<file path="config.mk">
export PLATFORM = sky130hd
export DESIGN_NAME = icache
export DESIGN_NICKNAME = d
export VERILOG_FILES = /design/src/design/rv_front_pkg.sv /design/src/design/icache.sv
export VERILOG_INCLUDE_DIRS = /design/src /design/src/design
export SDC_FILE = /design/constraint.sdc
export NUM_CORES = 2
export LEC_CHECK = 0
export BUFFER_PORTS_ARGS = -buffer_cell sky130_fd_sc_hd__buf_2
export CORE_MARGIN = 3
export CORE_UTILIZATION = 59
export DETAILED_ROUTE_END_ITERATION = 7
export PLACE_DENSITY = 0.75
export SETUP_SLACK_MARGIN = 0.3
export SYNTH_ARGS = -nofsm -noshare
export SYNTH_HDL_FRONTEND = slang
export SYNTH_SLANG_ARGS = --single-unit
</file>
<file path="constraint.sdc">
create_clock -name clk -period 6.15 [get_ports clk]
set_clock_uncertainty 0.15 [all_clocks]
set_input_delay 0.9225 -clock clk [delete_from_list [all_inputs] [get_ports clk]]
set_output_delay 0.9225 -clock clk [all_outputs]
set_load 0.02 [all_outputs]
</file>
<file path="src/design/rv_front_config.svh">
`ifndef RV_FRONT_CONFIG_SVH
`define RV_FRONT_CONFIG_SVH

// ==============================
// Widths
// ==============================

`define ADDR_W 32
`define WORD_W 32

// ==============================
// Cache and fetch
// ==============================

`define LINES 64               // Direct mapped, one word per line.
`define RESET_PC 32'h0000_0000
`define OP_NOP 32'h00000013    // addi x0, x0, 0.

`endif

</file>
<file path="src/design/rv_front_pkg.sv">
package rv_front_pkg;

    // ==============================
    // Decode classes
    // ==============================

    // Opcode class of one issue slot.
    typedef enum logic [2:0] {
        OPC_NOP    = 3'd0,  // Squashed or empty slot.
        OPC_ALU    = 3'd1,  // OP and OP-IMM.
        OPC_LOAD   = 3'd2,
        OPC_STORE  = 3'd3,
        OPC_BRANCH = 3'd4,
        OPC_JAL    = 3'd5,
        OPC_JALR   = 3'd6,
        OPC_OTHER  = 3'd7   // LUI, AUIPC, system and the rest.
    } op_class_e;

    // ==============================
    // Cache refill
    // ==============================

    // Refill sequence, one line per miss.
    typedef enum logic [1:0] {
        RF_IDLE  = 2'd0,  // Looking for a miss.
        RF_WAIT  = 2'd1,  // Request out, waiting on memory.
        RF_WRITE = 2'd2   // Word captured, line written.
    } refill_state_e;

endpackage

</file>
<file path="src/design/icache.sv">
`include "rv_front_config.svh"

module icache import rv_front_pkg::*; (
    input  logic               clk,
    input  logic               rst,
    input  logic               rdy,
    // Fetch side.
    input  logic [`ADDR_W-1:0] pcx,
    input  logic [`ADDR_W-1:0] pcy,
    output logic               hitx,
    output logic               hity,
    output logic [`WORD_W-1:0] instx,
    output logic [`WORD_W-1:0] insty,
    // Refill side.
    output logic               mem_req,
    output logic [`ADDR_W-1:0] mem_addr,
    input  logic               mem_valid,
    input  logic [`WORD_W-1:0] mem_data
);

    localparam int IDX_W = $clog2(`LINES);
    localparam int TAG_W = `ADDR_W - IDX_W - 2;

    logic [TAG_W-1:0]   tag_mem  [`LINES];
    logic [`WORD_W-1:0] data_mem [`LINES];
    logic [`LINES-1:0]  line_valid;

    refill_state_e      state;
    logic [`WORD_W-1:0] fill_data;

    logic [IDX_W-1:0] idx_x;
    logic [IDX_W-1:0] idx_y;
    logic [IDX_W-1:0] idx_fill;

    // ==============================
    // Read ports
    // ==============================

    assign idx_x    = pcx[IDX_W+1:2];
    assign idx_y    = pcy[IDX_W+1:2];
    assign idx_fill = mem_addr[IDX_W+1:2];

    assign hitx  = line_valid[idx_x] && (tag_mem[idx_x] == pcx[`ADDR_W-1:IDX_W+2]);
    assign hity  = line_valid[idx_y] && (tag_mem[idx_y] == pcy[`ADDR_W-1:IDX_W+2]);
    assign instx = data_mem[idx_x];
    assign insty = data_mem[idx_y];

    // ==============================
    // Refill FSM
    // ==============================

    always_ff @(posedge clk) begin
        if (rst) begin
            state      <= RF_IDLE;
            mem_req    <= 1'b0;
            mem_addr   <= '0;
            line_valid <= '0;
        end else begin
            case (state)
                RF_IDLE: begin
                    if (rdy && (!hitx || !hity)) begin
                        mem_req  <= 1'b1;
                        // Slot x first, then y.
                        mem_addr <= {(hitx ? pcy[`ADDR_W-1:2] : pcx[`ADDR_W-1:2]), 2'b00};
                        state    <= RF_WAIT;
                    end
                end
                RF_WAIT: begin
                    if (mem_valid) begin  // Pulse is taken even while stalled.
                        mem_req <= 1'b0;
                        state   <= RF_WRITE;
                    end
                end
                RF_WRITE: begin
                    if (rdy) begin
                        line_valid[idx_fill] <= 1'b1;
                        state                <= RF_IDLE;
                    end
                end
                default: state <= RF_IDLE;
            endcase
        end
    end

    always_ff @(posedge clk) begin
        if (state == RF_WAIT && mem_valid) begin
            fill_data <= mem_data;
        end
        if (state == RF_WRITE && rdy) begin
            data_mem[idx_fill] <= fill_data;
            tag_mem[idx_fill]  <= mem_addr[`ADDR_W-1:IDX_W+2];
        end
    end

    // Memory sees one address per request.
    a_addr_stable: assert property (@(posedge clk) disable iff (rst)
        (mem_req && !mem_valid) |=> $stable(mem_addr));

endmodule

</file>
==> run metrics <==
path depth of the worst reg2reg path 13; CP Launch Type input port; CTS tree built; Post-synth EDFFs between 3000 and 4000; unrepaired setup endpoints after global routing true; Psw 12800 uW; Post-Synthesis Cells a little over 8000; Post-Layout Cell Count 12844; Yosys cell types 84; vias in the first global route between 100k and 150k; hold path cells 1; worst min path class input port to flip-flop; final setup vio count 0; post-route setup TNS 0 ps; DRT Pass-1 Iters 6; FF-to-FF End mem_req$_SDFFE_PP0P_; Mean Syn Cell Area 21.1 sq um; Starting Density around three fifths; WL per Instance 46.9 um; most common cell after layout, fill and taps aside edfxtp_1; first-pass GRT wire length 828000 um; ys async rst share 0%; Setup WS pre-CTS 271 ps; Overflow after GRT 0; die area 297000 sq um; number of clock sinks 3713; core area 289000 sq um; crit-path max FO 28; period utilisation layout 98.3%; Hold WS ~57 ps; DP Wirelength between 300000 and 400000 um; share of cells above drive strength 1 39.5%; Final Max Slew Viols 0; min cycle time layout roughly 6000 ps; commonest cells after routing, fill and taps aside edfxtp_1, mux4_2, buf_4; crit end category output pin; CTS buffer count 378; DRT antenna net count 0; Final Hold Vio Count 0; pin count of the biggest net entering global routing 130; CTS root buffer clkbuf_16; Synth Cell Area 172000 sq um; sequential share of power 49.9%; Overall Global Routing Usage 40.5%; Setup WS post-layout ~110 ps; HP Start mem_data[15]; run status finished clean; achievable frequency 165 MHz; die height 545 um; Final Net Count 8741; Power Density between 200 and 300 nW/um^2; IO Count around 200; Comb power frac ~8.5%; Row Count 197; WP data arrival slightly below 5000 ps; Ys Warns 0; placed insts 12108; Area Overhead vs Synth 12.7%; 1st-iter DRT viols 20633; fill count 17911; Slew HR 2.18%; Pwr Total 55700 uW; Clock Pin Slew Worst Setup and Hold Paths 60 ps; Crit path required time just over 5000 ps; #FFs+latches synth 3713; # DRC 0; register area share after synthesis 64.4%; worst vdd ir 296 uV; reg-to-reg slack, setup 1690 ps; leakage power 0.0604 uW; maxcap violations 0; switching share of power 23.0%; hold endpoint fill_data[15]$_DFFE_PP_; port bufs 192; reg-to-reg startpoint tag_mem[13][16]$_DFFE_PP_; internal power 42900 uW; Via-to-Cell Ratio ~8.1; routability cong. 0.979; clk_lat worst skew between 900 and 1000 ps; WL final approximately 600000 um; worst setup path class input port to output pin; initial antenna violation count 28; power share of the clock group 41.5%; H-tree depth 5; top_reg_cell synth edfxtp_1; Die W 545 um; DR vias 103463; Slew @ Worst Pin between 1000 and 1500 ps; CTS Buffer Depth 4
[logic make-up after synthesis]
logic type | Yosys count | synth area share, %
AOI/OAI and AO/OA | 589 | 2.39
xor gates and xnor gates | 32 | 0.163
DFF | 3713 | 64.4
other | 1 | 0.00219
muxes | 2383 | 28.9
buffers and inverters | 642 | 1.93
and+or+nand+nor | 756 | 2.16
[per-stage QoR]
stage          instance area (sq um)  util, %
2_1_floorplan                 172000        -
3_3_place_gp                  181000     62.6
3_5_place_dp                  181000     62.6
4_1_cts                       193000     66.9
5_1_grt                       193000     66.9
6_report                      193000     66.9
[sequential cells by signal, indices dropped and copies added (netlist names)]
register / flops
data_mem: 2048
fill_data: 32
line_valid: 64
mem_addr: 30
mem_req: 1
state: 2
tag_mem: 1536
[worst max-delay path, cell delays in order]
cell and delay [ps]:
clkbuf_8 340, buf_4 510, nand2_1 550, a31oi_1 310
nand4_1 110, nand4_1 140, a21oi_1 100, nor2_1 170
buf_4 190, xnor2_1 200, nand4_1 150, nor4_1 300
nand4_1 150, nor4_1 460, buf_2 250
[cell usage after synthesis, drive strengths merged (8+ instances only)]
library cell,number,share of area [%]
a211oi,28,0.12
a21oi,66,0.19
a221oi,22,0.11
a22o,11,0.056
a22oi,121,0.53
a31oi,34,0.12
a32oi,9,0.046
and2,18,0.066
and3,9,0.033
buf,337,1.3
clkbuf,289,0.63
dfxtp,97,1.1
edfxtp,3616,63
inv,14,0.031
mux2,51,0.33
mux2i,280,1.6
mux4,2052,27
nand2,186,0.41
nand2b,28,0.10
nand3,52,0.15
nand3b,10,0.044
nand4,26,0.095
nor2,239,0.52
nor2b,82,0.30
nor3,28,0.085
nor4,19,0.082
o211ai,13,0.057
o21ai,114,0.35
o21ba,14,0.082
o221ai,27,0.14
o22ai,63,0.23
o31ai,8,0.035
or2,13,0.047
or3b,10,0.051
or4,8,0.035
xnor2,15,0.077
xor2,17,0.087
[worst max path at each step]
stage | from | to | depth (start not counted)
global route | pcx[3] | hitx | 14
finish | pcx[5] | hitx | 15
CTS | pcx[2] | hitx | 15
floorplan | pcy[2] | insty[15] | 15
detailed placement | pcy[4] | hity | 14
global placement | pcy[2] | hity | 15
[power by group through the flow]
stage               registers (uW)  logic (uW)  clock network [uW]
floorplan                    28500        2730                   0
global placement             28300        4510                   0
detailed placement           28400        4560                   0
CTS                          27800        4600               23100
global route                 27800        4830               24200
finish                       27800        4750               23100
[cell type report]
class                      instances  area (sq um)  share of cell area, %
sequential                      3713        111000                   57.2
multi-input combinational       3762         58200                   30.1
clock buffer                     474         10100                   5.22
timing repair buffer             770          7310                   3.78
tap                             3880          4850                   2.51
clock inverter                   206          2090                   1.08
inverter                          16          67.6                 0.0350
antenna                           23          57.6                 0.0298
[what timing repair did]
action                                  in CTS  in global routing
gates cloned                                 0                  2
endpoints found under the setup margin       1                  2
hold buffers                                29                  0
buffers inserted                             2                  0
endpoints found under the hold margin       29                  0
pin swaps                                    1                  0
gates resized for setup                      1                  8
[routing by layer]
metal | up-vias | global-route usage (%) | wire, um
met1 | 53576 | 52.3 | 187000
met3 | 2411 | 15.5 | 101000
met5 | - | 0 | 159
li1 | 36819 | - | -
met4 | 20 | 25.9 | 49800
met2 | 10637 | 58.1 | 265000
No activity file was read; power rests on OpenSTA's default activity.
