===== src/design/rv_front_config.svh =====
`ifndef RV_FRONT_CONFIG_SVH
`define RV_FRONT_CONFIG_SVH

// ==============================
// Widths
// ==============================

`define ADDR_W 32
`define WORD_W 32

// ==============================
// Cache and fetch
// ==============================

`define LINES 64               // Direct mapped, one word per line.
`define RESET_PC 32'h0000_0000
`define OP_NOP 32'h00000013    // addi x0, x0, 0.

`endif


===== src/design/cpu_if.sv =====
`include "rv_front_config.svh"

module cpu_if (
    input  logic               clk,
    input  logic               rst,
    input  logic               rdy,
    // From the cache.
    input  logic               hitx,
    input  logic               hity,
    input  logic [`WORD_W-1:0] instx,
    input  logic [`WORD_W-1:0] insty,
    // To the cache.
    output logic [`ADDR_W-1:0] pcx,
    output logic [`ADDR_W-1:0] pcy,
    // From the branch unit.
    input  logic               en_jmp0,
    input  logic [`ADDR_W-1:0] jmp_addr0,
    input  logic               en_jmp1,
    input  logic [`ADDR_W-1:0] jmp_addr1,
    // To the decoder.
    input  logic               issue0,
    input  logic               issue1,
    output logic [`ADDR_W-1:0] pc0,
    output logic [`ADDR_W-1:0] pc1,
    output logic               hitx_q,
    output logic               hity_q,
    output logic [`WORD_W-1:0] instx_q,
    output logic [`WORD_W-1:0] insty_q
);

    logic               jmp_stall;
    logic               en_jmp;
    logic [`ADDR_W-1:0] jmp_addr;
    logic [`WORD_W-1:0] wordx;
    logic [`WORD_W-1:0] wordy;
    logic               is_jmp0;
    logic               is_jmp1;

    // Memory keeps words with the byte order reversed.
    function automatic logic [`WORD_W-1:0] byte_rev(input logic [`WORD_W-1:0] w);
        return {w[7:0], w[15:8], w[23:16], w[31:24]};
    endfunction

    assign en_jmp   = en_jmp0 | en_jmp1;
    assign jmp_addr = en_jmp0 ? jmp_addr0 : jmp_addr1;  // Slot 0 wins.

    assign wordx = byte_rev(instx);
    assign wordy = byte_rev(insty);

    // JAL, or JALR with funct3 zero.
    assign is_jmp0 = hitx && (wordx[6:0] == 7'b1101111 ||
                              (wordx[6:0] == 7'b1100111 && wordx[14:12] == 3'b000));
    assign is_jmp1 = hity && (wordy[6:0] == 7'b1101111 ||
                              (wordy[6:0] == 7'b1100111 && wordy[14:12] == 3'b000));

    always_ff @(posedge clk) begin
        if (rst) begin
            jmp_stall <= 1'b0;
            pcx       <= `RESET_PC;
            pcy       <= `RESET_PC + 4;
            pc0       <= `RESET_PC;
            pc1       <= `RESET_PC + 4;
            hitx_q    <= 1'b0;
            hity_q    <= 1'b0;
            instx_q   <= `OP_NOP;
            insty_q   <= `OP_NOP;
        end else if (rdy) begin
            if (en_jmp) begin
                // Redirect with two bubbles.
                jmp_stall <= 1'b0;
                pcx       <= jmp_addr;
                pcy       <= jmp_addr + 4;
                pc0       <= jmp_addr;
                pc1       <= jmp_addr + 4;
                hitx_q    <= 1'b0;
                hity_q    <= 1'b0;
                instx_q   <= `OP_NOP;
                insty_q   <= `OP_NOP;
            end else if (issue0 && issue1) begin
                pc0 <= pcx;
                pc1 <= pcy;
                if (hitx && !jmp_stall) begin
                    hitx_q  <= 1'b1;
                    instx_q <= wordx;
                    hity_q  <= hity;
                    insty_q <= (hity && !is_jmp0) ? wordy : `OP_NOP;
                    pcx     <= pcx + (hity ? 8 : 4);
                    pcy     <= pcy + (hity ? 8 : 4);
                    if (is_jmp0 || is_jmp1) begin
                        jmp_stall <= 1'b1;
                    end
                end else begin
                    // Miss or waiting on a redirect. PCs hold.
                    hitx_q  <= 1'b0;
                    hity_q  <= 1'b0;
                    instx_q <= `OP_NOP;
                    insty_q <= `OP_NOP;
                end
            end
        end
    end

    // A redirect only answers a jump that this stage has already let through.
    a_jmp_after_stall: assert property (@(posedge clk) disable iff (rst)
        (en_jmp0 || en_jmp1) |-> jmp_stall);

endmodule


===== config.mk =====
export PLATFORM = sky130hd
export DESIGN_NAME = cpu_if
export DESIGN_NICKNAME = d
export VERILOG_FILES = /design/src/design/cpu_if.sv
export VERILOG_INCLUDE_DIRS = /design/src /design/src/design
export SDC_FILE = /design/constraint.sdc
export NUM_CORES = 1
export LEC_CHECK = 0
export ABC_CLOCK_PERIOD_IN_PS = 6500
export BUFFER_PORTS_ARGS = -buffer_cell sky130_fd_sc_hd__buf_2
export CORE_MARGIN = 4
export CORE_UTILIZATION = 55
export CTS_BUF_LIST = sky130_fd_sc_hd__clkbuf_16
export DETAILED_ROUTE_END_ITERATION = 8
export PLACE_DENSITY_LB_ADDON = 0.2
export SYNTH_ARGS = -nofsm -noshare
export SYNTH_HDL_FRONTEND = slang
export SYNTH_SLANG_ARGS = --single-unit

===== constraint.sdc =====
create_clock -name clk -period 6.5 [get_ports clk]
set_clock_uncertainty 0.2 [all_clocks]
set_input_delay 0.325 -clock clk [delete_from_list [all_inputs] [get_ports clk]]
set_output_delay 0.325 -clock clk [all_outputs]
set_load 0.02 [all_outputs]

==> parameters.txt <==
Parameter                              Value

Worst setup path
  Maximum single-stage delay on the critical path    1000 ps
  Count of buffer and inverter cells on the critical path    0
  Gate family responsible for the most delay along the worst path    simple AND/OR/NAND/NOR gates
  Critical setup path kind    flop to flop
  Stages on worst setup path    6
  Critical-path top delay cell    sky130_fd_sc_hd__and3_1
  Largest driver fanout on the critical path    38
  Register-to-register path setup slack    2800 ps
  Crit-path cells    nor2b_1 > o211ai_1 > nor2_4 > and3_1 > a22oi_1 > nor2_1
  Data required time at the worst endpoint    6660 ps
  CP endpoint kind    flop
  FF-to-FF path depth    6
  Type of element launching the critical path    flop
  Arrival time at the worst endpoint    3860 ps

Die
  Die area    0.0205 sq mm
  Number of top-level pins    about 330
  Horizontal die dimension    143 um
  Initial cell density of the core    between 50% and 60%
  Placeable Area    0.0180 sq mm
  # rows    49
  Die Ht    143 um

Pwr
  Leak Pwr    5.55 nW
  Power density relative to cell area    232 mW/mm^2
  Highest ir drop seen on vdd    195 uV

Synth
  Synthesized flop and latch total    191
  Most repeated cell in the gate-level netlist after synthesis    sky130_fd_sc_hd__dfxtp_1
  Portion of netlist area occupied by mux cells    4.83%
  Fraction of the mapped netlist area in compound gates    25.4%
  Share of flip-flops with an asynchronous set or reset    0%
  Synthesized-area fraction occupied by adder cells    1.02%
  Post-Synth XOR/XNOR Area    2.00%
  Number of synthesized flops with an enable pin    0
  Netlist cell types    75
  Synth top area share    38.0%
  Nets in the synthesized netlist    1412
  Sequential element share of the synthesized area    a little under two fifths
  Post-synthesis simple-gate area fraction    23.2%
  Mean cell area of the mapped netlist    7.93 sq um
  Cell type contributing the most total cell area after synthesis    sky130_fd_sc_hd__dfxtp_1
  Main combinational cell family by area after synthesis    compound AO/OA/AOI/OAI gates
  Area contributors post-synth    sky130_fd_sc_hd__dfxtp_1, sky130_fd_sc_hd__nand2_1, sky130_fd_sc_hd__a21oi_1
  Number of instances in the synthesized netlist    1268
  Post-synth top cells    sky130_fd_sc_hd__dfxtp_1, sky130_fd_sc_hd__nand2_1, sky130_fd_sc_hd__nor2_1
  Number of warnings printed during yosys synthesis    0
  Synth Flop Type    sky130_fd_sc_hd__dfxtp_1
  Synthesized cell area    0.0100 sq mm

Global route
  Wire length of the first global-routing pass    59.2 mm
  Total global-route track usage    36.4%
  Maximum number of pins on one net before global-route repair    84
  Via count of the first global-routing pass    between 10000 and 15000
  Global-route congestion overflow total    0
  Number of antenna violations at the first check in global routing    1

Cells and area
  Fill cell total of the finished layout    1421
  Number of nets at the end of the flow    1726
  Fraction of layout instances using a drive strength above 1    25.8%
  End-of-flow core utilization    between 70 and 80%
  Layout Area Growth over Synthesis    27.7%

Timing
  Final setup vio count    0
  Final hold vios    0
  Slew HR    roughly 29%
  Max-slew violations    0
  RSZ-0062 raised after global routing    no
  Sum of negative setup slack    0 ps
  Final period utilization    56.9%
  Worst-margin pin slew    between 1000 and 1500 ps
  Max frequency    0.270 GHz
  Clock period minus worst slack    3700 ps

Detailed routing
  DRC    0
  Wirelength per Cell    21.1 um
  Count of antenna-violating nets left after detailed routing    0
  Overall routed net length    38.5 mm
  Starting DRT DRC Count    1151
  1st-pass router iterations    6
  Vias post-DR    11594
  Vias per std cell    6.35

Clocking
  CTS tree    done
  H-Tree Level Count    4
  Sinks on Clock Net    191
  Clock latency at the later pin of the worst-skew pair    440 ps
  Clock Path Buffers    2
  Number of clock buffers inserted by TritonCTS    17
  Root buffer selected by CTS    sky130_fd_sc_hd__clkbuf_16
  Clock-pin slew on the worst setup and hold paths    80 ps

Min path
  Worst Hold Path Cells    3
  Hold crit path type    input port to flop

Status
  Outcome    finished, final reports clean

Placement
  HPWL after detailed placement    around 26 mm
  I/O Buffers    330
  Routability congestion estimate    just under 1

Run
  Max-Cap Viols    0
placed cells by master (no fill, tap or decap), drive strengths merged, types with 4 or more instances in the layout:
cell type and instances:
a211oi 23, and4 6, nand2 155, a22oi 68, or3 7, and3 12
nand2b 5, a21o 5, o211ai 21, xnor2 5, nand4 32, xor2 18
o21ai 84, and2 9, o211a 5, o41ai 5, a21oi 115, a311oi 5
nand3 39, nor3 32, dfxtp 191, nand4b 6, nor4 7, a31oi 25
ha 5, clkbuf 17, a221oi 5, inv 21, nand3b 5, o22ai 14
mux2 12, or2 4, buf 341, nor2 152, dlygate4sd3 64, mux2i 35
area by class of cell:
| class | instances | area, sq um | share of cell area, % |
|---|---|---|---|
| inverters | 12 | 45.0 | 0.351 |
| multi-input cells | 955 | 5700 | 44.4 |
| repair buffers | 405 | 2380 | 18.5 |
| clock inverters | 15 | 170 | 1.33 |
| well taps | 229 | 287 | 2.23 |
| clock buffers | 17 | 425 | 3.31 |
| flip-flops and latches | 191 | 3820 | 29.8 |
| diodes | 2 | 5.00 | 0.0390 |
flip-flops by register name, summed over array words and instances (netlist names):
register	cells
instx_q	32
insty_q	32
pc0	32
pcx	31
pcy	31
pc1	30
hitx_q	1
hity_q	1
jmp_stall	1
final timing paths:
check	start	end
worst min register to register	pc0[25]	pc0[25]
worst max register to register	jmp_stall	insty_q[20]
worst min-delay path	hity	hity_q
worst max-delay path	jmp_stall	insty_q[20]
worst min-delay path, delay by kind of cell:
| family | cells | cell delay (ps) |
|---|---|---|
| and+or+nand+nor | 1 | 80 |
| AOI/OAI and AO/OA | 1 | 90 |
| buffers and inverters | 1 | 180 |
per-stage QoR:
stage / cells / hold slack, ps / setup WS (ps) / instance area (sq um) / total power [mW]
CTS: 1824 / 73.2 / 3040 / 12800 / 2.97
floorplan: 1268 / 249 / 3670 / 10000 / 1.66
finish: 1826 / 78.3 / 2800 / 12800 / 2.98
detailed placement: 1728 / 241 / 2680 / 11600 / 1.87
global placement: 1728 / 239 / 2820 / 11600 / 1.86
global route: 1825 / 115 / 2570 / 12800 / 3.08
cells by family after synthesis:
logic type / count (synthesis)
muxes: 47
and+or+nand+nor: 481
xor gates and xnor gates: 23
AOI/OAI and AO/OA: 397
adders and majority gates: 7
buffers and inverters: 122
DFF: 191
repair_timing:
item | CTS | global route
hold buffers | 64 | 0
resized for setup | 0 | 0
buffers inserted | 0 | 0
endpoints found under the hold margin | 64 | 0
power by group:
group          leakage (nW)  total (mW)  internal [mW]  switching, mW
Clock                 0.286        1.08          0.552          0.532
Sequential             1.56        1.30           1.23         0.0671
Combinational          3.70       0.596          0.210          0.386
routing by layer:
layer | share of wire (%) | up-vias | track usage (%)
met5 | 0 | - | 0
met4 | 5.1 | 0 | 20.1
met3 | 11 | 139 | 10.2
met2 | 46 | 743 | 58.1
met1 | 37 | 5460 | 44.3
li1 | - | 5252 | -
Power figures use the tool's default switching activity.
