## src/design/rv_front_config.svh

```systemverilog
`ifndef RV_FRONT_CONFIG_SVH
`define RV_FRONT_CONFIG_SVH

// ==============================
// Widths
// ==============================

`define ADDR_W 32
`define WORD_W 32

// ==============================
// Cache and fetch
// ==============================

`define LINES 64               // Direct mapped, one word per line.
`define RESET_PC 32'h0000_0000
`define OP_NOP 32'h00000013    // addi x0, x0, 0.

`endif

```

## src/design/rv_front_pkg.sv

```systemverilog
package rv_front_pkg;

    // ==============================
    // Decode classes
    // ==============================

    // Opcode class of one issue slot.
    typedef enum logic [2:0] {
        OPC_NOP    = 3'd0,  // Squashed or empty slot.
        OPC_ALU    = 3'd1,  // OP and OP-IMM.
        OPC_LOAD   = 3'd2,
        OPC_STORE  = 3'd3,
        OPC_BRANCH = 3'd4,
        OPC_JAL    = 3'd5,
        OPC_JALR   = 3'd6,
        OPC_OTHER  = 3'd7   // LUI, AUIPC, system and the rest.
    } op_class_e;

    // ==============================
    // Cache refill
    // ==============================

    // Refill sequence, one line per miss.
    typedef enum logic [1:0] {
        RF_IDLE  = 2'd0,  // Looking for a miss.
        RF_WAIT  = 2'd1,  // Request out, waiting on memory.
        RF_WRITE = 2'd2   // Word captured, line written.
    } refill_state_e;

endpackage

```

## src/design/branch_unit.sv

```systemverilog
`include "rv_front_config.svh"

module branch_unit import rv_front_pkg::*; (
    input  logic               clk,
    input  logic               rst,
    input  logic               rdy,
    input  logic               slot0_valid,
    input  logic [`ADDR_W-1:0] slot0_pc,
    input  op_class_e          slot0_op,
    input  logic [`WORD_W-1:0] slot0_imm,
    input  logic               slot1_valid,
    input  logic [`ADDR_W-1:0] slot1_pc,
    input  op_class_e          slot1_op,
    input  logic [`WORD_W-1:0] slot1_imm,
    output logic               en_jmp0,
    output logic [`ADDR_W-1:0] jmp_addr0,
    output logic               en_jmp1,
    output logic [`ADDR_W-1:0] jmp_addr1
);

    logic jump0;
    logic jump1;
    logic jmp_done;  // Jump on the slots already sent.

    assign jump0 = slot0_valid && (slot0_op == OPC_JAL || slot0_op == OPC_JALR);
    assign jump1 = slot1_valid && (slot1_op == OPC_JAL || slot1_op == OPC_JALR);

    always_ff @(posedge clk) begin
        if (rst) begin
            en_jmp0  <= 1'b0;
            en_jmp1  <= 1'b0;
            jmp_done <= 1'b0;
        end else if (rdy) begin
            en_jmp0  <= jump0 && !jmp_done;
            en_jmp1  <= jump1 && !jmp_done;
            jmp_done <= jump0 || jump1;  // Held pair fires once.
        end
    end

    // JALR base is x0.
    always_ff @(posedge clk) begin
        if (rdy) begin
            jmp_addr0 <= (slot0_op == OPC_JALR) ? {slot0_imm[`ADDR_W-1:1], 1'b0}
                                                : slot0_pc + slot0_imm;
            jmp_addr1 <= (slot1_op == OPC_JALR) ? {slot1_imm[`ADDR_W-1:1], 1'b0}
                                                : slot1_pc + slot1_imm;
        end
    end

    // Fetch squashes slot 1 behind a jump in slot 0.
    a_one_redirect: assert property (@(posedge clk) disable iff (rst)
        !(en_jmp0 && en_jmp1));

endmodule

```

## config.mk

```make
export PLATFORM = sky130hd
export DESIGN_NAME = branch_unit
export DESIGN_NICKNAME = d
export VERILOG_FILES = /design/src/design/rv_front_pkg.sv /design/src/design/branch_unit.sv
export VERILOG_INCLUDE_DIRS = /design/src /design/src/design
export SDC_FILE = /design/constraint.sdc
export NUM_CORES = 1
export LEC_CHECK = 0
export ABC_AREA = 1
export BUFFER_PORTS_ARGS = -buffer_cell sky130_fd_sc_hd__buf_2
export CORE_ASPECT_RATIO = 1.2
export CORE_MARGIN = 2
export CORE_UTILIZATION = 59
export CTS_CLUSTER_SIZE = 24
export DETAILED_ROUTE_END_ITERATION = 12
export GPL_TIMING_DRIVEN = 0
export HOLD_SLACK_MARGIN = 0.03
export PLACE_DENSITY = 0.93
export SYNTH_ARGS = -nofsm -noshare
export SYNTH_HDL_FRONTEND = slang
export SYNTH_SLANG_ARGS = --single-unit
```

## constraint.sdc

```tcl
create_clock -name clk -period 2.8 [get_ports clk]
set_input_delay 0.28 -clock clk [delete_from_list [all_inputs] [get_ports clk]]
set_output_delay 0.28 -clock clk [all_outputs]
set_load 0.01 [all_outputs]
```

==> reports/qor.csv, run 1 <==
metric,value,unit
number of max-capacitance violations reported,0,
Clk Tree Root Cell,sky130_fd_sc_hd__clkbuf_16,
CTS max path bufs,2,
top cells by area in the synthesized netlist,"sky130_fd_sc_hd__nand2_1, sky130_fd_sc_hd__edfxtp_1, sky130_fd_sc_hd__inv_1",
number of hold buffers added after CTS,0,
async set or reset register ratio after synthesis,0,
Fin Clk Skew,0.00273,ns
status,"finished, final reports clean",
later-pin clock latency in the skew report,0.35,ns
effective utilization at floorplan,0.605,
layout-stage area growth over the synthesis result,20.6,%
kind of critical path,primary input to register,
number of enable flip-flop cells after synthesis,64,
most common cell type on the critical path,sky130_fd_sc_hd__nand3_1,
share of layout cells above drive strength 1,0.198,
number of clock sinks,67,
Global Route Usage Sum,0.340,
number of nets in the finished design,1686,
sequential element share of the synthesized area,0.259,
pin slew with the least headroom to its limit,0.965,ns
standard-cell row count,45,
horizontal die dimension,108,um
GP Congestion,1.02,
count of warnings emitted by yosys,0,
starting DRC count in detailed routing,449,
crit path cell chain,"buf_2, ha_1, fa_1, nand3_1, nand3_1, nand3_1, nand3_2, nand2_1, nand3_1, nand3_1, nand2_1",
Top Family by Delay on Critical Path,simple AND/OR/NAND/NOR gates,
number of synthesized register bits,67,
CTS tree,yes,
die height,129,um
Total Negative Setup Slacks,0,ns
LEAKAGE,5.42,nW
required time of the critical path,2.91,ns
final-report max-slew violation count,0,
number of distinct library cell variants in the gate-level netlist after synthesis,33,
clock slew at the register clock pins of the worst setup and hold paths,0.07,ns
antenna violations before repair,0,
sort of element at the end of the critical path,register,
maximum frequency from static timing analysis,519,MHz
Final Hold Violating Endpoints,0,
number of setup buffers added after CTS,0,
number of failing setup endpoints in the final timing report,0,
"Period Utilization, post-route",0.688,
delay of the slowest critical-path stage,0.47,ns
pwr dens,462,nW/um2
Final HPWL DP,19100,um
critical path arrival,2.04,ns
HP Class,primary input to register,
total detailed-routing wirelength,23500,um
overall power consumption,4.27,mW
worst vdd ir,308,uV
ys flop type,sky130_fd_sc_hd__edfxtp_1,
minimum period implied by the final worst setup slack,1.93,ns
post-layout util,0.729,
routed wirelength normalized by instance count,14.2,um
num ports,205,
synthesized area divided by synthesized cell count,6.04,um2
DRC violations left,0,
final cell count without fillers,1652,
number of I/O port buffers,204,
Bufs and invs on worst path,1,
depth of the worst register-to-register path,3,
number of detailed-route iterations in the first pass,7,
remaining global-route overflow,0,
first-pass GRT wire length,37100,um
post-detailed-route via-to-cell ratio,5.23,
"top library cells by usage in the layout, fill and taps aside","sky130_fd_sc_hd__nand2_1, sky130_fd_sc_hd__inv_1, sky130_fd_sc_hd__buf_2",
Die Area,13900,um2
Routed Antenna Nets,0,
fillcell total,1130,
pin count of the biggest net entering global routing,69,
cell taking the most area after synthesis,sky130_fd_sc_hd__nand2_1,
worst slew margin relative to its limit,0.357,
"Max stage delay cell, worst path",sky130_fd_sc_hd__fa_1,
vias in the first global route,8321,
syn nets,1471,
cell count of the worst hold path,2,
H-tree levels,3,
post-cts sizing count,0,
Core Box Area,12700,um2
unrepaired setup endpoints after global routing,no,
total number of vias,8641,
area share of the leading cell type in the synthesized netlist,0.274,
TritonCTS Buffers,9,
Inst Count DP,1636,
largest fanout on the critical path,4,
cell area after synthesis,7660,um2
number of instances in the synthesized netlist,1268,
kind of launch point of the worst setup path,primary input,
Crit. path cell count,11,
"most common cell after layout, fill and taps aside",sky130_fd_sc_hd__nand2_1,
antenna diode instance count,0,
synth_stat cells (2+ instances only):
cell type	n
sky130_fd_sc_hd__dfxtp_1	3
sky130_fd_sc_hd__xnor2_1	11
sky130_fd_sc_hd__fa_1	2
sky130_fd_sc_hd__nand3_1	96
sky130_fd_sc_hd__inv_1	221
sky130_fd_sc_hd__nand2_1	560
sky130_fd_sc_hd__or2_2	9
sky130_fd_sc_hd__nand2_2	22
sky130_fd_sc_hd__o21ai_1	4
sky130_fd_sc_hd__clkbuf_1	4
sky130_fd_sc_hd__nor3_1	5
sky130_fd_sc_hd__nand3b_1	8
sky130_fd_sc_hd__a21o_1	2
sky130_fd_sc_hd__nor3_2	4
sky130_fd_sc_hd__ha_1	62
sky130_fd_sc_hd__or2_1	6
sky130_fd_sc_hd__inv_2	8
sky130_fd_sc_hd__edfxtp_1	64
sky130_fd_sc_hd__a21oi_2	3
sky130_fd_sc_hd__a21oi_1	44
sky130_fd_sc_hd__buf_2	7
sky130_fd_sc_hd__o21bai_1	5
sky130_fd_sc_hd__nor2_1	73
sky130_fd_sc_hd__nand3_2	13
sky130_fd_sc_hd__o21ai_0	12
sky130_fd_sc_hd__nor2_2	7
sky130_fd_sc_hd__nand4_1	7
worst reg2reg max path: cells and delay by family (launching register included):
kind,cells,cell delay (ns)
compound gates,1,0.18
buf+inv,1,0.08
flops,1,0.32
simple gates,1,0.09
logic make-up after synthesis:
| kind of cell | Yosys count | share of synthesized area |
|---|---|---|
| compound gates | 72 | 0.0519 |
| xor+xnor | 12 | 0.0137 |
| fa+ha+maj | 64 | 0.107 |
| buf+inv | 242 | 0.120 |
| flops | 67 | 0.259 |
| simple gates | 811 | 0.449 |
through the flow:
stage	hold WS, ns	setup slack, ns	instance area (um2)
floorplan	0.349	0.927	7660
CTS	0.122	0.891	9240
finish	0.128	0.873	9240
global placement	0.449	0.540	8890
detailed placement	0.470	0.521	8890
global route	0.128	0.694	9240
per-layer routing:
layer,global-route usage,share of wire,wire [um]
met1,0.374,0.38,9020
met2,0.631,0.51,11900
met4,0.182,0.047,1110
met3,0.0426,0.062,1460
met5,0,0,0
state kept, by name, summed over array words and instances (netlist names):
signal     flops
jmp_addr0     32
jmp_done       1
en_jmp0        1
jmp_addr1     32
en_jmp1        1
final timing paths:
| path | from | to | slack (ns) |
|---|---|---|---|
| setup / recovery | slot1_pc[0] | jmp_addr1[28] | 0.87 |
| hold / removal | rst | en_jmp0 | 0.13 |
| setup reg to reg | jmp_done | en_jmp1 | 2.06 |
| hold reg to reg | en_jmp0 | en_jmp0 | 0.48 |
area by class of cell:
| cell class | instances | area [um2] | share of cell area |
|---|---|---|---|
| plain buffers | 12 | 53.8 | 0.00583 |
| clock buffers | 9 | 225 | 0.0244 |
| clock inverters | 7 | 121 | 0.0131 |
| inverters | 230 | 863 | 0.0935 |
| multi-input cells | 959 | 4760 | 0.516 |
| flip-flops and latches | 67 | 1980 | 0.215 |
| well taps | 164 | 205 | 0.0222 |
| repair buffers | 204 | 1020 | 0.111 |
report_power, final:
part / switching (mW) / internal [mW]
sequential: 0.0366 / 1.28
clock: 0.520 / 0.880
combinational: 0.979 / 0.573
(Power assumes the default switching activity.)
==> run 2, diff against run 1 <==
- CORE_UTILIZATION: 59 -> 55
- PLACE_DENSITY: 0.93 -> 0.88
- clock period: 2.8 -> 2 ns (I/O delays scaled with it)
==> reports/qor.csv, run 2 (synthesized netlist as in run 1, its figures left out) <==
metric,value,unit,change
clock share of power,0.295,,-0.033
worst vdd ir,446,uV,+45%
post-detailed-route via-to-cell ratio,5.16,,-1.4%
Global Route Usage Sum,0.309,,-0.0308
Die Area,14900,um2,+7.0%
minimum period implied by the final worst setup slack,1.79,ns,
Routed Antenna Nets,0,,unchanged
sort of element at the end of the critical path,register,,
layout-stage area growth over the synthesis result,20.2,%,
number of clock sinks,67,,unchanged
Final HPWL DP,18800,um,-1.8%
"most common cell after layout, fill and taps aside",sky130_fd_sc_hd__nand2_1,,
largest registers in the final layout,"jmp_addr0 x32, jmp_addr1 x32",,
Switching Fraction,0.361,,+0.00167
overall power consumption,5.68,mW,+33%
"Period Utilization, post-route",0.897,,
fillcell total,1289,,+14%
"Non-Filler Cell Area, Final",9210,um2,-0.31%
design internal power,3.63,mW,+33%
pin count of the biggest net entering global routing,69,,unchanged
horizontal die dimension,112,um,+3.4%
Core Box Area,13700,um2,+8.2%
number of nets in the finished design,1686,,unchanged
number of I/O port buffers,204,,unchanged
number of failing setup endpoints in the final timing report,0,,unchanged
maximum frequency from static timing analysis,557,MHz,
antenna violations before repair,0,,unchanged
worst slack after detailed placement,-0.198,ns,-0.718 ns
H-tree levels,3,,unchanged
DRC violations left,0,,unchanged
antenna diode instance count,0,,unchanged
CTS tree,yes,,
Total Negative Setup Slacks,0,ns,unchanged
remaining global-route overflow,0,,unchanged
required time of the critical path,2.11,ns,-0.80 ns
Hold WS,0.0385,ns,-0.0896 ns
net switching power of the design,2.05,mW,+34%
die height,133,um,+3.5%
largest fanout on the critical path,4,,unchanged
combinational fraction of design power,0.381,,+0.018
Fin Clk Skew,0.00158,ns,-0.00116 ns
TritonCTS Buffers,9,,unchanged
status,"finished, final reports clean",,
Final WS setup,0.206,ns,-0.667 ns
num ports,205,,unchanged
pwr dens,617,nW/um2,+33%
first-pass GRT wire length,36800,um,-0.74%
critical path arrival,1.91,ns,-0.13 ns
number of max-capacitance violations reported,0,,unchanged
post-layout util,0.672,,-0.0571
LEAKAGE,5.39,nW,-0.50%
Inst Count DP,1643,,+0.43%
Clk Tree Root Cell,sky130_fd_sc_hd__clkbuf_16,,
number of setup buffers added after CTS,0,,unchanged
effective utilization at floorplan,0.559,,-0.0456
clock slew at the register clock pins of the worst setup and hold paths,0.06,ns,about the same
final cell count without fillers,1659,,+0.42%
HP Class,primary input to register,,
GP Congestion,1.01,,-1.4%
share of layout cells above drive strength 1,0.198,,unchanged
later-pin clock latency in the skew report,0.35,ns,about the same
unrepaired setup endpoints after global routing,no,,
kind of critical path,primary input to register,,
routed wirelength normalized by instance count,13.8,um,-2.7%
worst slew margin relative to its limit,0.385,,+0.0282
total number of vias,8560,,-0.94%
kind of launch point of the worst setup path,primary input,,
Final Hold Violating Endpoints,0,,unchanged
pin slew with the least headroom to its limit,0.922,ns,-0.0422 ns
CTS max path bufs,2,,unchanged
number of detailed-route iterations in the first pass,5,,-2
final-report max-slew violation count,0,,unchanged
standard cell area after detailed placement,8900,um2,about the same
starting DRC count in detailed routing,546,,+22%
total detailed-routing wirelength,22900,um,-2.3%
proportion of power drawn by flip-flops and latches,0.324,,+0.015
standard-cell row count,47,,+4.4%
"top library cells by usage in the layout, fill and taps aside","sky130_fd_sc_hd__nand2_1, sky130_fd_sc_hd__inv_1, sky130_fd_sc_hd__buf_2",,
vias in the first global route,8147,,-2.1%
run 2: cell types whose count changed in the layout (fill, tap and decap cells not counted):
cell                         previous run  this run
sky130_fd_sc_hd__bufinv_16              3         1
sky130_fd_sc_hd__fa_1                   2         1
sky130_fd_sc_hd__clkinvlp_4             0         2
sky130_fd_sc_hd__inv_6                  3         0
sky130_fd_sc_hd__clkbuf_1               4         5
sky130_fd_sc_hd__fa_2                   0         1
sky130_fd_sc_hd__clkbuf_8               0         2
run 2: worst paths after layout:
| check | startpoint | endpoint | slack, ns | cells after the start |
|---|---|---|---|---|
| max | slot0_pc[0] | jmp_addr0[28] | 0.21 | 11 |
| min | rst | en_jmp1 | 0.04 | 2 |
| max reg2reg | jmp_done | en_jmp0 | 1.31 | 3 |
| min reg2reg | en_jmp0 | en_jmp0 | 0.47 | 2 |
run 2: area by class of cell:
cell class / instances / area, um2 / share of cell area
repair buffers: 204 / 1020 / 0.111
flip-flops and latches: 67 / 1980 / 0.215
well taps: 171 / 214 / 0.0232
plain buffers: 12 / 53.8 / 0.00584
clock inverters: 4 / 50.0 / 0.00544
inverters: 230 / 863 / 0.0938
multi-input cells: 959 / 4760 / 0.517
clock buffers: 12 / 256 / 0.0279
run 2: metal layers:
metal / vias up / part of all wire / global-route usage
met5: - / 0 / 0
li1: 4379 / - / -
met3: 71 / 0.063 / 0.0500
met4: 0 / 0.048 / 0.148
met1: 3784 / 0.38 / 0.341
met2: 326 / 0.51 / 0.575
run 2: worst max-delay path, stage by stage:
cell and delay [ns]:
sky130_fd_sc_hd__buf_2 0.10, sky130_fd_sc_hd__ha_1 0.25, sky130_fd_sc_hd__fa_1 0.47, sky130_fd_sc_hd__nand3_1 0.12, sky130_fd_sc_hd__nand3_1 0.16, sky130_fd_sc_hd__nand3_1 0.13, sky130_fd_sc_hd__nand3_2 0.12, sky130_fd_sc_hd__nand2_1 0.14
sky130_fd_sc_hd__nand3_1 0.08, sky130_fd_sc_hd__nand3_1 0.09, sky130_fd_sc_hd__nand2_1 0.05
run 2: repair_timing:
action	in CTS	in global routing
resized for setup	0	1
hold buffers	0	0
hold endpoints to repair	0	0
setup endpoints to repair	0	2
run 2: power groups by stage:
stage                     logic (mW)  clock network, mW  registers [mW]
after CTS                       2.15               1.69            1.84
final                           2.16               1.68            1.84
after floorplan                 1.28                  0            1.98
after detailed placement        2.14                  0            1.87
after global placement          2.10                  0            1.87
after global routing            2.43               1.74            1.85
==> run 3, diff against run 2 <==
- GPL_TIMING_DRIVEN: 0 -> 1
==> reports/qor.csv, run 3 (synthesized netlist as in run 1, its figures left out) <==
metric,value,unit,change
Final HPWL DP,18800,um,+0.19%
share of layout cells above drive strength 1,0.208,,+0.0101
GP Congestion,0.963,,-4.7%
fillcell total,1261,,-2.2%
reg-to-reg setup timing slack,1.31,ns,about the same
"Max stage delay cell, worst path",sky130_fd_sc_hd__fa_1,,
clock slew at the register clock pins of the worst setup and hold paths,0.06,ns,about the same
first-pass GRT wire length,37100,um,+0.79%
depth of the worst register-to-register path,4,,+1
horizontal die dimension,112,um,unchanged
Global Route Usage Sum,0.311,,+0.00118
worst vdd ir,380,uV,-15%
Core Box Area,13700,um2,unchanged
crit path cell chain,"buf_2, ha_1, fa_1, nand3_1, nand3_1, nand2_1, nand3_1, nand2_1, nand4_1, nand3_1, nand2_1",,
antenna violations before repair,0,,unchanged
final-report max-slew violation count,0,,unchanged
CTS tree,yes,,
pin slew with the least headroom to its limit,0.437,ns,-0.485 ns
num ports,205,,unchanged
status,"finished, final reports clean",,
number of detailed-route iterations in the first pass,6,,+1
die height,133,um,unchanged
cell count of the worst hold path,3,,+1
Clk Tree Root Cell,sky130_fd_sc_hd__clkbuf_16,,
Hold WS,0.135,ns,+0.0963 ns
post-cts sizing count,0,,unchanged
DRC violations left,0,,unchanged
starting DRC count in detailed routing,553,,+1.3%
required time of the critical path,2.11,ns,about the same
pwr dens,627,nW/um2,+1.6%
total detailed-routing wirelength,23200,um,+1.0%
Final Hold Violating Endpoints,0,,unchanged
fraction of met2 tracks used by global routing,0.566,,-0.00842
layout-stage area growth over the synthesis result,22.6,%,
Fin Clk Skew,0.00306,ns,+0.00149 ns
number of failing setup endpoints in the final timing report,0,,unchanged
end point of the worst hold path,jmp_addr0[29],,
kind of critical path,primary input to register,,
Routed Antenna Nets,0,,unchanged
effective utilization at floorplan,0.559,,unchanged
vias in the first global route,8233,,+1.1%
Worst R2R End,jmp_done,,
antenna diode instance count,0,,unchanged
number of clock sinks,67,,unchanged
TritonCTS Buffers,9,,unchanged
kind of launch point of the worst setup path,primary input,,
largest fanout on the critical path,4,,unchanged
post-detailed-route via-to-cell ratio,5.11,,-0.95%
beginning of the worst register-to-register path,jmp_done,,
worst slew margin relative to its limit,0.709,,+0.324
"most common cell after layout, fill and taps aside",sky130_fd_sc_hd__nand2_1,,
maximum frequency from static timing analysis,602,MHz,+8.0%
number of I/O port buffers,204,,unchanged
most common cell type on the critical path,sky130_fd_sc_hd__nand3_1,,
"top library cells by usage in the layout, fill and taps aside","sky130_fd_sc_hd__nand2_1, sky130_fd_sc_hd__inv_1, sky130_fd_sc_hd__buf_2",,
total number of vias,8550,,-0.12%
unrepaired setup endpoints after global routing,no,,
Die Area,14900,um2,unchanged
remaining global-route overflow,0,,unchanged
critical path arrival,1.77,ns,-0.14 ns
number of max-capacitance violations reported,0,,unchanged
CTS max path bufs,2,,unchanged
GR met3 Demand/Resource,0.0450,,-0.00500
standard-cell row count,47,,unchanged
delay of the slowest critical-path stage,0.40,ns,-0.07 ns
routed wirelength normalized by instance count,13.9,um,+0.16%
largest registers in the final layout,"jmp_addr0 x32, jmp_addr1 x32",,
Hold Crit Start,slot0_imm[29],,
most congested layer reported by global routing,met2,,
H-tree levels,3,,unchanged
LEAKAGE,5.50,nW,+2.0%
sort of element at the end of the critical path,register,,
minimum period implied by the final worst setup slack,1.66,ns,-0.132 ns
HP Class,primary input to register,,
post-layout util,0.685,,+0.0135
pin count of the biggest net entering global routing,47,,-32%
"Period Utilization, post-route",0.831,,-0.0662
fraction of met1 tracks used by global routing,0.354,,+0.0133
number of nets in the finished design,1700,,+0.83%
later-pin clock latency in the skew report,0.35,ns,about the same
==> run 3: changes by cell type in the layout (fill, tap and decap cells not counted), sizes merged <==
cell	change
clkbuf	-6
bufinv	+1
dlygate4sd3	+1
buf	+17
clkinv	+1
==> run 3: per-layer routing <==
| layer | share of wire | wire [um] |
|---|---|---|
| met2 | 0.51 | 11700 |
| met3 | 0.062 | 1430 |
| met1 | 0.39 | 9130 |
| met4 | 0.038 | 880 |
| met5 | 0 | 0 |
==> run 3: cell type report <==
cell class | instances | area (um2) | area share
Sequential cell | 67 | 1980 | 0.211
Multi-Input combinational cell | 959 | 4760 | 0.507
Clock buffer | 10 | 239 | 0.0254
Clock inverter | 6 | 88.8 | 0.00946
Inverter | 230 | 863 | 0.0919
Timing Repair Buffer | 230 | 1240 | 0.132
Tap cell | 171 | 214 | 0.0228
==> run 3: repair_timing <==
| action | in CTS | in global routing |
|---|---|---|
| buffers inserted | 0 | 0 |
| hold endpoints to repair | 1 | 0 |
| hold buffers | 1 | 0 |
==> run 3: stage by stage <==
step | setup WS, ns | TNS [ns] | power (mW) | area, um2 | std cells
after floorplan | 0.207 | 0 | 3.27 | 7660 | 1268
after global placement | 0.0227 | 0 | 4.04 | 9050 | 1656
after detailed placement | -0.0180 | -0.0387 | 4.08 | 9050 | 1656
after CTS | 0.346 | 0 | 5.90 | 9390 | 1673
after global routing | 0.184 | 0 | 6.23 | 9390 | 1673
final | 0.338 | 0 | 5.89 | 9390 | 1673
==> run 3: worst max-delay path by stage <==
| stage | startpoint | to | slack [ns] | cells past startpoint |
|---|---|---|---|---|
| floorplan | slot1_pc[0] | jmp_addr1[28] | 0.21 | 10 |
| global placement | slot1_pc[0] | jmp_addr1[8] | 0.02 | 9 |
| detailed placement | slot1_pc[0] | jmp_addr1[30] | -0.02 | 12 |
| CTS | slot1_pc[0] | jmp_addr1[24] | 0.35 | 11 |
| global route | slot0_pc[0] | jmp_addr0[16] | 0.18 | 12 |
| finish | slot1_pc[0] | jmp_addr1[24] | 0.34 | 11 |
==> run 3: power breakdown <==
part           internal, mW  total [mW]  switching [mW]
logic                 0.853        2.22            1.37
registers              1.80        1.85          0.0559
clock network          1.13        1.82           0.693
total                  3.78        5.89            2.11
==> run 3: worst max-delay path, delay by kind of cell <==
kind / cells / cell delay (ns)
fa+ha+maj: 2 / 0.62
buf+inv: 1 / 0.12
simple gates: 8 / 0.84
